`config.mk`:
```
export PLATFORM = sky130hd
export DESIGN_NAME = alu_unit
export DESIGN_NICKNAME = d
export VERILOG_FILES = /design/src/hw/ooo_core_pkg.sv /design/src/hw/alu_unit.sv
export SDC_FILE = /design/constraint.sdc
export NUM_CORES = 1
export LEC_CHECK = 0
export ABC_AREA = 0
export BUFFER_PORTS_ARGS = -buffer_cell sky130_fd_sc_hd__buf_2
export CAP_MARGIN = 20
export CORE_UTILIZATION = 35
export DETAILED_ROUTE_END_ITERATION = 12
export PLACE_DENSITY = 0.63
export SYNTH_ARGS = -nofsm -noshare
export SYNTH_HDL_FRONTEND = slang
export SYNTH_SLANG_ARGS = --single-unit
export TNS_END_PERCENT = 5
```
`constraint.sdc`:
```
create_clock -name clk -period 7.2 [get_ports clk]
set_clock_uncertainty 0.1 [all_clocks]
set_input_delay 1.44 -clock clk [delete_from_list [all_inputs] [get_ports clk]]
set_output_delay 1.44 -clock clk [all_outputs]
set_load 0.03 [all_outputs]
```
`src/hw/ooo_core_pkg.sv`:
```
package ooo_core_pkg;

	localparam int XLEN = 32;
	localparam int REG_AW = 5;
	localparam int NREG = 32;
	localparam int OPC_W = 6;
	localparam int WIN_SLOTS = 3;

	// pc counts instructions and the pair address drops bit 0
	localparam int PC_W_DEFAULT = 14;

	// field positions as lsb and width
	localparam int OPC_LSB = 26;
	localparam int RD_LSB = 21;
	localparam int RS_LSB = 16;
	localparam int RT_LSB = 11;
	localparam int IMM_LSB = 0;
	localparam int IMM_W = 16;

	typedef enum logic [OPC_W-1:0] {
		OP_NOP = 6'd0,
		OP_ADD = 6'd1,
		OP_SUB = 6'd2,
		OP_AND = 6'd3,
		OP_OR = 6'd4,
		OP_XOR = 6'd5,
		OP_SLL = 6'd6,
		OP_SRL = 6'd7,
		OP_ADDI = 6'd8,
		OP_LUI = 6'd9
	} opcode_t;

endpackage

```
`src/hw/alu_unit.sv`:
```
`timescale 1ns/1ps

module alu_unit
	import ooo_core_pkg::*;
(
	input  logic              clk,
	input  logic              rstn,
	input  logic              i_valid,
	input  opcode_t           i_opc,
	input  logic [XLEN-1:0]   i_a,
	input  logic [XLEN-1:0]   i_b,
	input  logic [IMM_W-1:0]  i_imm,
	input  logic [REG_AW-1:0] i_dest,
	output logic              o_wb_valid,
	output logic [REG_AW-1:0] o_wb_addr,
	output logic [XLEN-1:0]   o_wb_data
);

	localparam int SH_W = $clog2(XLEN);

	logic [XLEN-1:0] imm_sx;
	logic [XLEN-1:0] result;

	assign imm_sx = {{(XLEN-IMM_W){i_imm[IMM_W-1]}}, i_imm};

	always_comb begin
		case (i_opc)
			OP_ADD: result = i_a + i_b;
			OP_SUB: result = i_a - i_b;
			OP_AND: result = i_a & i_b;
			OP_OR: result = i_a | i_b;
			OP_XOR: result = i_a ^ i_b;
			OP_SLL: result = i_a << i_b[SH_W-1:0];
			OP_SRL: result = i_a >> i_b[SH_W-1:0];
			OP_ADDI: result = i_a + imm_sx;
			OP_LUI: result = {i_imm, {(XLEN-IMM_W){1'b0}}};
			default: result = '0;
		endcase
	end

	// nothing to write for r0
	always_ff @(posedge clk) begin
		if (!rstn) begin
			o_wb_valid <= 1'b0;
		end else begin
			o_wb_valid <= i_valid && i_dest != '0;
		end
	end

	always_ff @(posedge clk) begin
		o_wb_addr <= i_dest;
		o_wb_data <= result;
	end

endmodule

```
### Word-level counts from Yosys, hierarchy flattened

Index checks and enable logic that the tools add are counted.

| operators by class | value |
|---|---|
| add/subtract/negate cells | 3 |
| multipliers | 0 |
| div/mod/pow operators | 0 |
| order comparisons | 0 |
| eq/ne operators | 9 |
| shifts and indexed selects | 2 |
| mux-type cells | 1 |
| bitwise logic cells | 3 |
| reduce and logical (&&, ||, !) cells | 2 |

Operator list:

| kind | count |
|---|---|
| one-hot mux 32 bit (9 select lines) | 1 |
| adder 32 bit | 2 |
| bitwise AND 32 bit | 1 |
| OR 32 bit | 1 |
| left shift 32 x 5 -> 32 bit | 1 |
| right shift 32 x 5 -> 32 bit | 1 |
| subtractor 32 bit | 1 |
| bitwise XOR 32 bit | 1 |
| == test 6 x 3 -> 1 bit, second input constant | 4 |
| == test 6 x 2 -> 1 bit, second input constant | 2 |
| == test 6 x 4 -> 1 bit, second input constant | 2 |
| == test 6 x 1 -> 1 bit, second input constant | 1 |
| nonzero test 5 bit | 1 |
| logical AND 1 bit | 1 |

| word-level totals | value |
|---|---|
| bits in registers | 38 |
| bits in latches | 0 |
| bits in writable memories | 0 |
| bits in read-only memories | 0 |
| word-level logic and storage cells | 23 |
| memories | 0 |

### Depth between registers and ports, before layout

| depth | value |
|---|---|
| depth after elaboration | 2 |
| mapped depth | 21 |

### Least setup slack after synthesis

OpenSTA, ideal clock, no wires.

| timing path | value |
|---|---|
| path kind | input port to flip-flop |
| start point | input i_b[1] |
| end point | register o_wb_data[31] |
| arrival | 6017 ps |
| slack | 958 ps |
| cell stages on the path | 19 |
| buffers on the path | 3 |
| path through | clkbuf_1 buf_2 inv_1 clkbuf_1 ha_1 nor3b_1 nand4_1 or4_1 or3_1 a221o_1 ha_1 a21o_1 a21o_1 a21o_1 a21o_1 or3b_2 o21ai_0 xnor2_1 o21ai_1 |

| on the way | value |
|---|---|
| longest elaborated chain between the ends | 2 |

RTL lines:

| item | RTL line | RTL |
|---|---|---|
| from (decl) | alu_unit.sv:11 | `input logic [XLEN-1:0] i_b,` |
| subtractor 32 bit (tied with other cells) | alu_unit.sv:29 | `OP_SUB: result = i_a - i_b;` |
| one-hot mux 32 bit (9 select lines) (*) | alu_unit.sv:27 | `case (i_opc)` |
| named net result[31] | alu_unit.sv:22 | `logic [XLEN-1:0] result;` |
| to (signal assigned) | alu_unit.sv:52 | `o_wb_data <= result;` |
| to (decl) | alu_unit.sv:16 | `output logic [XLEN-1:0] o_wb_data` |

The timed path passes the listed nets; every way through them passes the cells marked *.
A chain may end at the register's enable or synchronous reset.

### Worst setup path after layout

| timing path | value |
|---|---|
| start point | input i_b[0] |
| end point | register o_wb_data[31] |

Same word-level chain as after synthesis.

==> out/metrics.yaml <==
clock_tree:
  root_buffer: "clkbuf_16"
  cts_tree: "yes"
  cts_buffers: 5
  ctsHoldBuffers: 0
  clock_path_buffers: 2
  ctsHtreeMaxLevel: 2
  cts-resized-gates: 0
  cts_sinks: 38
  clk_pin_slew_ps: 60
  postCtsSetupBuffers: 0
worst_setup_path:
  cp-end-kind: "flop"
  cpMaxStageDelayCell: "or4_1"
  crit_fanout: 7
  crit_path_start: "i_b[0]"
  cpPeakStageDelay_ps: 580
  worstPathArrival_ps: 6020
  path_delay_family: "simple AND/OR/NAND/NOR gates"
  cp-start-kind: "primary input"
  path_cells: "buf_4, inv_1, ha_1, nor3b_1, nand4_1, or4_1, or3_1, a221o_1, ha_1, a21o_1, a21o_1, a21o_1, a21o_1, or3b_2, o21ai_0, xnor2_1, o21ai_1"
  crit_top_cell: "a21o_1"
  critical_path_class: "in2reg"
  cp.required_ps: 7260
  path_buf_inv: 2
timing:
  tightestPinTransition_ps: 1130
  timing.final.crit_share: 0.828
  min_period_ps: 5960
  worst_slack_ps: 1240
  grt_setup_unrepaired: "no"
  fin_setup_tns_ps: 0
  maxSlewViolCount: 0
  setup_viol: 0
  slew_headroom: 0.242
  hold_viol: 0
  timing.fmax_mhz: 168
detailed_routing:
  antenna_left: 0
  wire_per_inst_um: 23.6
  first_pass_iters: 6
  avgViaCountPerCell: 6.40
  drcViolationCount: 0
  num_vias: 9747
  wirelength_um: 35900
  drt_iter0_drc: 1126
layout:
  area_growth_syn_to_layout_pct: 12.9
  nFillCells: 2465
  final_cell_mix: "130 x buf_2, 129 x nor2_1, 113 x o21ai_0"
  drive_gt1_frac: 0.194
  stdcell_count: 1523
  nets: 1401
  final_common_cell: "buf_2"
  postLayoutCoreUtil: 0.407
synth:
  ys_types: 69
  synth_nets: 1321
  synth_top_cell_by_area: "ha_1"
  synth-edff-count: 0
  syn_area_sq_um: 8570
  synth_top_cells_by_area: "ha_1 15%, mux4_2 12%, dfxtp_1 8.9%"
  yosys_warnings: 0
  synth_flop_cell: "dfxtp_1"
  ys_ff_latch: 38
  synthCells: 1122
  synth_top_area_frac: 0.152
  async_flop_share: 0
  ys_seq_area_frac: 0.0888
  synth.avg_cell_area_sq_um: 7.64
worst_hold_path:
  holdPathEnd: "o_wb_addr[0]"
  hp-class: "in2reg"
  hold_depth: 1
  holdCritStartpoint: "i_dest[0]"
flow_run:
  max-cap-violations: 0
die:
  ios: 132
  die_w_um: 158
  die_h_um: 158
  initial_core_util: 0.361
  die_area_sq_um: 25100
  design.core.area_sq_um: 23800
  row_count: 56
global_routing:
  grt_overflow_total: 0
  grt_usage: 0.285
  first_global_vias: 8966
  grt_pass1_wl_um: 53500
  antenna_found_initial: 1
  grt_max_degree: 58
power:
  p_leak_uw: 0.00428
  peakVddDrop_mv: 0.0765
  power-per-cell-area_nw_per_um2: 121
place:
  dp.cells: 1514
  place_hpwl_um: 28000
  dp_slack_ps: 1040
  io_buffer_count: 131
  routabilityCongestion: 0.974
run_status:
  status: "finished clean"
[per-stage QoR]
stage / power (uW) / area, sq um / hold WS, ps
global placement: 832 / 9480 / 1450
detailed placement: 837 / 9480 / 1460
finish: 1170 / 9680 / 1150
floorplan: 626 / 8570 / 1370
CTS: 1160 / 9680 / 1150
global route: 1230 / 9680 / 1150
[Yosys cell counts (all sizes together) (6+ instances only)]
cell    count
nor2      130
inv        71
a21oi      85
a222oi      9
nand2      59
nor4        8
nor3       25
nand4       8
or4         6
dfxtp      38
or3        15
mux4       45
o311ai      7
a221o      15
mux2        7
a21o       16
xnor2      12
a221oi     21
o21bai      7
mux2i      59
nand3      21
clkbuf     57
a211oi     11
and3        8
and2        8
o221ai     11
buf        20
a22oi      25
o22ai       7
xor2       12
nand2b     10
o21ai     115
o211ai     12
ha        104
[power breakdown]
group | internal [uW] | leakage, uW | switching (uW) | total (uW)
Combinational | 230 | 0.00388 | 397 | 627
Sequential | 222 | 0.000311 | 3.00 | 225
Clock | 209 | 0.0000971 | 109 | 318
Total | 661 | 0.00428 | 509 | 1170
[worst max path at each step]
stage,end,slack (ps),cells after the start
after floorplan,o_wb_data[31],960,19
after global placement,o_wb_data[31],1080,17
after detailed placement,o_wb_data[31],1040,17
after CTS,o_wb_data[31],1340,17
after global routing,o_wb_data[27],930,17
final,o_wb_data[31],1240,17
[sequential cells by signal, indices dropped and copies added (netlist names)]
signal and count:
o_wb_valid 1, o_wb_addr 5, o_wb_data 32
[layer usage]
layer,part of all wire,track usage,vias up
met5,0.00031,0,-
met4,0.030,0.0939,2
met3,0.10,0.0585,87
met2,0.45,0.454,564
met1,0.42,0.382,4671
li1,-,-,4423
[area by class of cell]
| type | instances | area [sq um] | share of cell area |
|---|---|---|---|
| multi-input combinational | 935 | 7250 | 0.749 |
| timing repair buffer | 150 | 801 | 0.0827 |
| sequential | 38 | 761 | 0.0786 |
| tap | 319 | 399 | 0.0412 |
| inverter | 72 | 270 | 0.0279 |
| clock buffer | 6 | 139 | 0.0144 |
| clock inverter | 2 | 60.1 | 0.00621 |
| antenna | 1 | 2.50 | 0.000259 |
[logic make-up after synthesis]
family          share of synthesized area
fa+ha+maj                           0.154
flops                              0.0888
mux                                 0.196
buf+inv                            0.0673
compound gates                      0.287
xor+xnor                           0.0245
simple gates                        0.181
Power figures use the tool's default switching activity.
