File: src/hw/ooo_core_pkg.sv
package ooo_core_pkg;

	localparam int XLEN = 32;
	localparam int REG_AW = 5;
	localparam int NREG = 32;
	localparam int OPC_W = 6;
	localparam int WIN_SLOTS = 3;

	// pc counts instructions and the pair address drops bit 0
	localparam int PC_W_DEFAULT = 14;

	// field positions as lsb and width
	localparam int OPC_LSB = 26;
	localparam int RD_LSB = 21;
	localparam int RS_LSB = 16;
	localparam int RT_LSB = 11;
	localparam int IMM_LSB = 0;
	localparam int IMM_W = 16;

	typedef enum logic [OPC_W-1:0] {
		OP_NOP = 6'd0,
		OP_ADD = 6'd1,
		OP_SUB = 6'd2,
		OP_AND = 6'd3,
		OP_OR = 6'd4,
		OP_XOR = 6'd5,
		OP_SLL = 6'd6,
		OP_SRL = 6'd7,
		OP_ADDI = 6'd8,
		OP_LUI = 6'd9
	} opcode_t;

endpackage

File: src/hw/decode_stage.sv
`timescale 1ns/1ps

module decode_stage
	import ooo_core_pkg::*;
(
	input  logic [XLEN-1:0]   i_instr0,
	input  logic [XLEN-1:0]   i_instr1,
	input  logic              i_valid0,
	input  logic              i_valid1,
	output logic              o_valid [2],
	output opcode_t           o_opc [2],
	output logic [REG_AW-1:0] o_rd [2],
	output logic [REG_AW-1:0] o_rs [2],
	output logic [REG_AW-1:0] o_rt [2],
	output logic [IMM_W-1:0]  o_imm [2],
	output logic              o_has_dest [2]
);

	logic [XLEN-1:0] instr [2];

	assign instr[0] = i_instr0;
	assign instr[1] = i_instr1;
	assign o_valid[0] = i_valid0;
	assign o_valid[1] = i_valid1;

	// unknown codes fall back to nop
	function automatic opcode_t map_opc(input logic [OPC_W-1:0] raw);
		opcode_t opc;
		opc = opcode_t'(raw);
		case (opc)
			OP_ADD, OP_SUB, OP_AND, OP_OR, OP_XOR,
			OP_SLL, OP_SRL, OP_ADDI, OP_LUI: map_opc = opc;
			default: map_opc = OP_NOP;
		endcase
	endfunction

	always_comb begin
		for (int k = 0; k < 2; k++) begin
			o_opc[k] = map_opc(instr[k][OPC_LSB +: OPC_W]);
			o_rd[k] = instr[k][RD_LSB +: REG_AW];
			o_rs[k] = instr[k][RS_LSB +: REG_AW];
			o_rt[k] = instr[k][RT_LSB +: REG_AW];
			o_imm[k] = instr[k][IMM_LSB +: IMM_W];
			// unused sources read r0 so they never block issue
			if (o_opc[k] == OP_LUI || o_opc[k] == OP_NOP) begin
				o_rs[k] = '0;
			end
			if (o_opc[k] inside {OP_ADDI, OP_LUI, OP_NOP}) begin
				o_rt[k] = '0;
			end
			o_has_dest[k] = (o_opc[k] != OP_NOP) && (o_rd[k] != '0);
		end
	end

endmodule

File: config.mk
export PLATFORM = sky130hd
export DESIGN_NAME = decode_stage
export DESIGN_NICKNAME = d
export VERILOG_FILES = /design/src/hw/ooo_core_pkg.sv /design/src/hw/decode_stage.sv
export SDC_FILE = /design/constraint.sdc
export NUM_CORES = 1
export LEC_CHECK = 0
export BUFFER_PORTS_ARGS = -buffer_cell sky130_fd_sc_hd__buf_4
export CELL_PAD_IN_SITES_DETAIL_PLACEMENT = 0
export CELL_PAD_IN_SITES_GLOBAL_PLACEMENT = 1
export CORE_ASPECT_RATIO = 0.5
export CORE_MARGIN = 4
export CORE_UTILIZATION = 14
export DETAILED_ROUTE_END_ITERATION = 6
export PLACE_DENSITY_LB_ADDON = 0.12
export RECOVER_POWER = 25
export SKIP_LAST_GASP = 1
export SLEW_MARGIN = 20
export SYNTH_ARGS = -nofsm -noshare
export SYNTH_HDL_FRONTEND = slang
export SYNTH_SLANG_ARGS = --single-unit
export TNS_END_PERCENT = 30
File: constraint.sdc
create_clock -name vclk -period 2.3
set_clock_uncertainty 0.15 [all_clocks]
set_input_delay 0.23 -clock vclk [all_inputs]
set_output_delay 0.23 -clock vclk [all_outputs]
set_load 0.01 [all_outputs]
# After elaboration in Yosys (flattened, before gate mapping)
# Index checks and enable logic that the tools add are counted.
# op_classes
eq_ne	22
n_reduce_logical	14
muxes	6
# op_table
cell	n
equality test 6 x 3 -> 1 bit (second input constant)	8
equality test 6 x 4 -> 1 bit (second input constant)	8
equality test 6 x 2 -> 1 bit (second input constant)	4
2-to-1 mux 5 bit	4
OR reduction 9 bit	2
equality test 6 x 1 -> 1 bit (second input constant)	2
logical NOT 6 bit	2
2-to-1 mux 6 bit	2
nonzero test 6 bit	2
nonzero test 5 bit	2
nonzero test 3 bit	2
logical AND 1 bit	2
logical OR 1 bit	2
# totals
inputBits	66
out_inout_bits	78
elab_cells	42
reg_bits	0

# Longest topological paths before layout
# Gate-level depths: netlist of the first run.
# logic_depth
depth_word	6
depth_mapped	3
depth_no_buf	3

# Worst setup path before layout of the first run
# OpenSTA, ideal clock, no wires.
# synth_path
path_type	input to output
from	input port i_instr1[31]
to	output port o_opc[3] (netlist bit)
arrival_ns	0.977
required_ns	1.920
cell_stages	2
path_buffers	0
slack_ns	0.943
path_cell_list	or2_2 nor4b_1
# synth_lines
element	line	source
from (decl)	decode_stage.sv:7	input logic [XLEN-1:0] i_instr1,
to (decl)	decode_stage.sv:11	output opcode_t o_opc [2],

==> flow_summary.toml, run 1 <==
[run_status]
status = "complete, no violations"

[floorplan]
rows = 17
initial_core_util_pct = 15.0
dieArea_um2 = 6140
die_x_um = 107
coreArea_um2 = 4550
die_h_um = 57.4
io_pins = 144

[final_layout]
drive_gt1_share_pct = 68.9
finish.utilization_pct = 24.4
n_fill_cell = 522
seq_cells = 0
final_nets = 216
areaGrowthSynthToFinish_pct = 62.0
multi_input_area_um2 = 328
register_area_um2 = 0
clock_buffers = 0
diodes = 0

[global_route]
grt_pass1_vias = 730
grt_max_degree = 10
antenna_found_initial = 0
grt_pass1_wl_mm = 3.31
grt_overflow = 0
track_usage_pct = 6.18

[timing]
fin_crit_ns = 1.61
fmax_mhz = 622
fin_crit_sh_pct = 69.9
setup_viol = 0
tns_ns = 0
drv_slew = 0
rsz0062_at_grt = "false"
finalWorstSetupSlack_ns = 0.692
worst_pin_slew_ns = 0.543
relSlewSlack_pct = 63.5
hold_viol = 0

[power_and_ir_drop]
peakVddDrop_uv = 32.8
power_density_nw_per_um2 = 154
leakage_nw = 0.630

[critical_path]
required_ns = 1.92
arrival_ns = 1.23
critPathKind = "primary input to output pin"
crit_fanout = 5
end_kind = "output pin"
crit_path_start_kind = "primary input"

[clock_tree]
cts_setup_buffers = 0
ctsResizeCount = 0
cts_hold_buf = 0

[synth]
synth_common_cells = "buf_4 (48), and2_1 (10), and3_1 (8)"
syn_area_um2 = 684
netlist.area_leader.share_pct = 52.7
synth_warnings = 0
synth_most_common_cell = "buf_4"
seq_area_frac_synth_pct = 0
synth_cell_types = 18
synth_cells = 101
yosys-top-cells-area = "buf_4 (53%), and2_1 (9.1%), and3_1 (7.3%)"
synth_top_cell_by_area = "buf_4"
avgSynthCellArea_um2 = 6.78

[detailed_routing]
first_iter_violations = 12
wl_per_cell_um = 10.8
vias = 783
vias_per_cell = 3.66
postRouteAntennaNets = 0
first_pass_iters = 2
wl_mm = 2.32
drc_errors = 0

[placed_design]
portBuffers = 92
routabilityCongestion = 0.643
hpwl_mm = 2.14
pre_cts_ws_ns = 0.631

[worst_hold_path]
hold_class = "primary input to output pin"

[run]
maxCapViolCount = 0
-- cell usage in the layout (no fill, tap or decap), types with 3 or more instances in the layout --
cell / n
and2_1: 10
and3_1: 8
and3_2: 6
buf_4: 92
conb_1: 4
nor2_1: 6
nor3_1: 3
nor3_2: 3
-- path summary, 6_finish.rpt --
path | slack (ns) | depth (start not counted) | to | from
max | 0.69 | 5 | o_rt[3] | i_instr1[31]
min | 0.31 | 0 | o_imm[18] | i_instr0[2]
-- report_power, final --
part	internal [mW]	switching, mW	leakage (nW)
logic	0.100	0.0708	0.630
clock network	0	0	0
registers	0	0	0
-- final cells by class --
cell class	instances	area share (%)
Timing Repair Buffer	92	62.3
Multi-Input combinational cell	54	29.6
Tap cell	66	7.45
Inverter	2	0.677
-- metal layers --
layer  routed length [um]  global-route usage, %
met2                 1350                   13.7
met5                    0                      0
met1                  647                   5.75
met4                   49                   1.82
met3                  273                   1.02
-- critical path, stage by stage --
cell    delay, ns
buf_4        0.11
or2_2        0.30
nor3_2       0.29
and2_1       0.18
buf_4        0.11
-- through the flow --
stage                     instance area, um2  total power, mW  instances  hold WS [ns]
after global routing                    1110            0.186        214         0.310
after floorplan                          696            0.124        104         0.361
after CTS                               1110            0.174        214         0.310
after global placement                  1110            0.174        214         0.310
after detailed placement                1110            0.173        214         0.310
final                                   1110            0.171        214         0.310
-- kinds of logic after synthesis --
kind of cell,after synthesis,synth area share [%]
AO/OA/AOI/OAI,4,2.93
XOR/XNOR,2,2.56
buffers and inverters,50,53.7
other,1,0.548
AND/OR/NAND/NOR,44,40.2
No activity file was read; power rests on OpenSTA's default activity.
==> run 2: changes to the inputs <==
--- a/config.mk
+++ b/config.mk
@@ -10,7 +10,7 @@
 export CELL_PAD_IN_SITES_GLOBAL_PLACEMENT = 1
 export CORE_ASPECT_RATIO = 0.5
 export CORE_MARGIN = 4
-export CORE_UTILIZATION = 14
+export CORE_UTILIZATION = 12
 export DETAILED_ROUTE_END_ITERATION = 6
 export PLACE_DENSITY_LB_ADDON = 0.12
 export RECOVER_POWER = 25
==> constraint.sdc (replaced) <==
create_clock -name vclk -period 1.4
set_clock_uncertainty 0.15 [all_clocks]
set_input_delay 0.14 -clock vclk [all_inputs]
set_output_delay 0.14 -clock vclk [all_outputs]
set_load 0.01 [all_outputs]
==> run 2 against run 1 <==
  * The run now ends with negative setup slack left
  * Critical path depth is the same
  * Setup slack worse by 0.70 ns
  * Non-clock buffer count is 4 higher
  * Final cell count up 5.1%
  * Via count grew 0.13%
  * Wire length grew 7.2%
  * Power increased by 72%
  * Global-route usage decreased by 0.93 points
  * Final area grew 5.1%
  * Critical path type unchanged
  * Critical endpoint is now o_has_dest[1]
  * Largest cell class unchanged
==> flow_summary.toml, run 2 (synthesized netlist as in run 1, its figures left out) <==
[run_status]
status = "complete, but fails checks"
failed_checks = "negative setup slack"

[final_layout]
clock_buffers = 0
register_area_um2 = 0
finish.utilization_pct = 21.2
most-common-layout-cells = "buf_4 (96), and2_1 (10), and3_1 (8)"
final_area_um2 = 1160
final_nets = 220
areaGrowthSynthToFinish_pct = 70.2
seq_cells = 0
mostFrequentLayoutCell = "buf_4"
diodes = 0
drive_gt1_share_pct = 71.1

[critical_path]
slowest_delay_ns = 0.52
cp_cell_sequence = "buf_4, or4_1, nand3_1, a21oi_1, buf_4"
cp_common_cell = "buf_4"
required_ns = 1.11
arrival_ns = 1.11
critPathTopFamily = "simple AND/OR/NAND/NOR gates"
crit_fanout = 5
critPathKind = "primary input to output pin"
slowest_stage = "or4_1"
crit_path_start_kind = "primary input"
crit_buf_inv = 2
end_kind = "output pin"

[placed_design]
routabilityCongestion = 0.622
portBuffers = 92
dpl-instance-area_um2 = 1150
pre_cts_ws_ns = -0.0136
hpwl_mm = 2.30

[floorplan]
dieArea_um2 = 7050
die_h_um = 61.4
die_x_um = 115
rows = 19
io_pins = 144
initial_core_util_pct = 12.5
coreArea_um2 = 5490

[detailed_routing]
drc_errors = 0
wl_per_cell_um = 11.0
vias_per_cell = 3.48
first_pass_iters = 2
vias = 784
postRouteAntennaNets = 0
first_iter_violations = 11
wl_mm = 2.48

[power_and_ir_drop]
leakage_nw = 0.655
power_density_nw_per_um2 = 252
peakVddDrop_uv = 80.5

[worst_hold_path]
hold_class = "primary input to output pin"

[timing]
drv_slew = 0
finalWorstSetupSlack_ns = -0.00470
fmax_mhz = 712
fin_crit_ns = 1.40
rsz0062_at_grt = "true"
hold_viol = 0
setup_viol = 1
fin_crit_sh_pct = 100
whs_ns = 0.130
tns_ns = -0.00470

[global_route]
track_usage_pct = 5.25
antenna_found_initial = 0
grt_max_degree = 9
grt_pass1_vias = 661
grt_pass1_wl_mm = 3.06
grt_overflow = 0

[clock_tree]
cts_hold_buf = 0
cts_setup_buffers = 0

[run]
maxCapViolCount = 0
[run 2: cell types whose count changed in the layout (fill, tap and decap cells not counted), sizes merged]
cell / change
buf: +4
[run 2: layout make-up]
class              count  area [um2]
repair buffers        96         721
well taps             73        91.3
fillers              615        4330
inverters              2        7.51
multi-input cells     54         345
[run 2: path summary, 6_finish.rpt]
check    startpoint             to  slack (ns)  depth (start not counted)
max    i_instr0[27]  o_has_dest[1]      -0.005                          5
min     i_instr0[3]      o_imm[19]        0.13                          0
[run 2: power breakdown]
| part | internal, mW | total, mW | leakage [nW] | switching (mW) |
|---|---|---|---|---|
| sequential | 0 | 0 | 0 | 0 |
| combinational | 0.172 | 0.294 | 0.655 | 0.121 |
| clock | 0 | 0 | 0 | 0 |
| total | 0.172 | 0.294 | 0.655 | 0.121 |
[run 2: stage by stage]
| stage | cells | total power, mW |
|---|---|---|
| floorplan | 104 | 0.203 |
| global placement | 225 | 0.298 |
| detailed placement | 225 | 0.293 |
| CTS | 225 | 0.296 |
| global route | 225 | 0.318 |
| finish | 225 | 0.294 |
[run 2: per-layer routing]
metal / vias up / global-route usage, % / share of wire [%]
met1: 339 / 4.52 / 26
met2: 47 / 11.8 / 60
met5: - / 0 / 0
li1: 386 / - / -
met4: 0 / 2.51 / 2.9
met3: 12 / 1.08 / 11
[run 2: timing repair]
item | CTS | global route
setup endpoints to repair | 8 | 19
gates resized for setup | 2 | 1
pin swaps | 0 | 0
==> run 3: changes to the inputs <==
--- a/config.mk
+++ b/config.mk
@@ -9,11 +9,12 @@
 export CELL_PAD_IN_SITES_DETAIL_PLACEMENT = 0
 export CELL_PAD_IN_SITES_GLOBAL_PLACEMENT = 1
 export CORE_ASPECT_RATIO = 0.5
-export CORE_MARGIN = 4
-export CORE_UTILIZATION = 12
+export CORE_MARGIN = 10
+export CORE_UTILIZATION = 13
 export DETAILED_ROUTE_END_ITERATION = 6
 export PLACE_DENSITY_LB_ADDON = 0.12
 export RECOVER_POWER = 25
+export REMOVE_ABC_BUFFERS = 1
 export SKIP_LAST_GASP = 1
 export SLEW_MARGIN = 20
 export SYNTH_ARGS = -nofsm -noshare
==> constraint.sdc (replaced) <==
create_clock -name vclk -period 1.3
set_clock_uncertainty 0.15 [all_clocks]
set_input_delay 0.13 -clock vclk [all_inputs]
set_output_delay 0.13 -clock vclk [all_outputs]
set_load 0.01 [all_outputs]
==> run 3 against run 2 <==
  * The flow still finishes with violations (negative setup slack)
  * Clock-buffer cell count unchanged
  * Die area increased by 24%
  * Sequential cell count unchanged
  * Largest power group unchanged
==> flow_summary.toml, run 3 (synthesized netlist as in run 1, its figures left out) <==
[critical_path]
crit_fanout = 4
crit_path_start_kind = "primary input"
arrival_ns = 1.06
required_ns = 1.02
end_kind = "output pin"
critPathKind = "primary input to output pin"

[power_and_ir_drop]
power_frac_seq_pct = 0
power_density_nw_per_um2 = 281
p_switching_mw = 0.152
p_int_mw = 0.213
clkPwrFrac_pct = 0
leakage_nw = 0.704
peakVddDrop_uv = 116
switching_share_pct = 41.6
combPwrFrac_pct = 100.0

[run_status]
failed_checks = "negative setup slack"
status = "complete, but fails checks"

[placed_design]
routabilityCongestion = 0.681
portBuffers = 92
hpwl_mm = 3.25
placedCellCount = 227

[floorplan]
initial_core_util_pct = 13.7
dieArea_um2 = 8740
die_h_um = 71.3
rows = 18
die_x_um = 123
coreArea_um2 = 5000
io_pins = 144

[timing]
setup_viol = 4
drv_slew = 0
fin_crit_ns = 1.34
fmax_mhz = 746
fin_crit_sh_pct = 103
tns_ns = -0.128
finalWorstSetupSlack_ns = -0.0411
hold_viol = 0
rsz0062_at_grt = "true"

[global_route]
grt_max_degree = 6
antenna_found_initial = 0
grt_pass1_wl_mm = 5.10
grt_overflow = 0
grt_pass1_vias = 931
track_usage_pct = 7.16

[clock_tree]
cts_hold_buf = 0

[detailed_routing]
wl_mm = 3.59
drc_errors = 0
wl_per_cell_um = 15.8
vias = 839
first_pass_iters = 4
first_iter_violations = 23
postRouteAntennaNets = 0
vias_per_cell = 3.70

[final_layout]
n_fill_cell = 560
mostFrequentLayoutCell = "buf_4"
seq_cells = 0
register_area_um2 = 0
areaGrowthSynthToFinish_pct = 89.9
diodes = 0
clock_buffers = 0
most-common-layout-cells = "buf_4 (95), and2_1 (9), and3_1 (8)"
drive_gt1_share_pct = 79.0
final_nets = 225
fin_cells = 227

[worst_hold_path]
hold_class = "primary input to output pin"

[run]
maxCapViolCount = 0
==> run 3: layout make-up <==
| cell class | count | area [um2] | share of cell area, % |
|---|---|---|---|
| inverters | 2 | 7.51 | 0.577 |
| well taps | 70 | 87.6 | 6.74 |
| repair buffers | 101 | 788 | 60.6 |
| multi-input cells | 54 | 417 | 32.1 |
==> run 3: routing by layer <==
layer | vias to the layer above | routed length (um) | track usage [%]
li1 | 396 | - | -
met1 | 375 | 1120 | 6.84
met2 | 68 | 1840 | 12.9
met3 | 0 | 628 | 5.47
met4 | 0 | 0 | 0
met5 | - | 0 | 0
==> run 3: stage by stage <==
stage	worst slack, ns	total power [mW]	cell area [um2]	utilization [%]	hold slack, ns
2_1_floorplan	0.143	0.0706	335	-	0.110
3_3_place_gp	-0.115	0.337	1180	23.6	0.110
3_5_place_dp	-0.133	0.333	1180	23.6	0.110
4_1_cts	-0.0819	0.347	1230	24.5	0.110
5_1_grt	-0.0723	0.398	1300	26.0	0.110
6_report	-0.0411	0.365	1300	26.0	0.110
==> run 3: final timing paths <==
kind                      from        end  slack (ns)  depth (start not counted)
hold / removal     i_instr0[1]  o_imm[17]        0.11                          0
setup / recovery  i_instr1[27]   o_opc[0]       -0.04                          5
==> run 3: critical path: stages <==
cell and delay, ns:
buf_8 0.11, or4_4 0.54, nand3_4 0.10, nor2_1 0.04
buf_4 0.14
==> run 3: timing repair <==
action	CTS	global route
setup endpoints to repair	24	26
pin swaps	0	3
resized for setup	8	20
buffers inserted	1	0
endpoints found under the hold margin	0	0
==> run 3: power groups by stage <==
stage | clock [mW] | combinational [mW] | sequential [mW]
after floorplan | 0 | 0.0706 | 0
after global placement | 0 | 0.337 | 0
after detailed placement | 0 | 0.333 | 0
after CTS | 0 | 0.347 | 0
after global routing | 0 | 0.398 | 0
final | 0 | 0.365 | 0
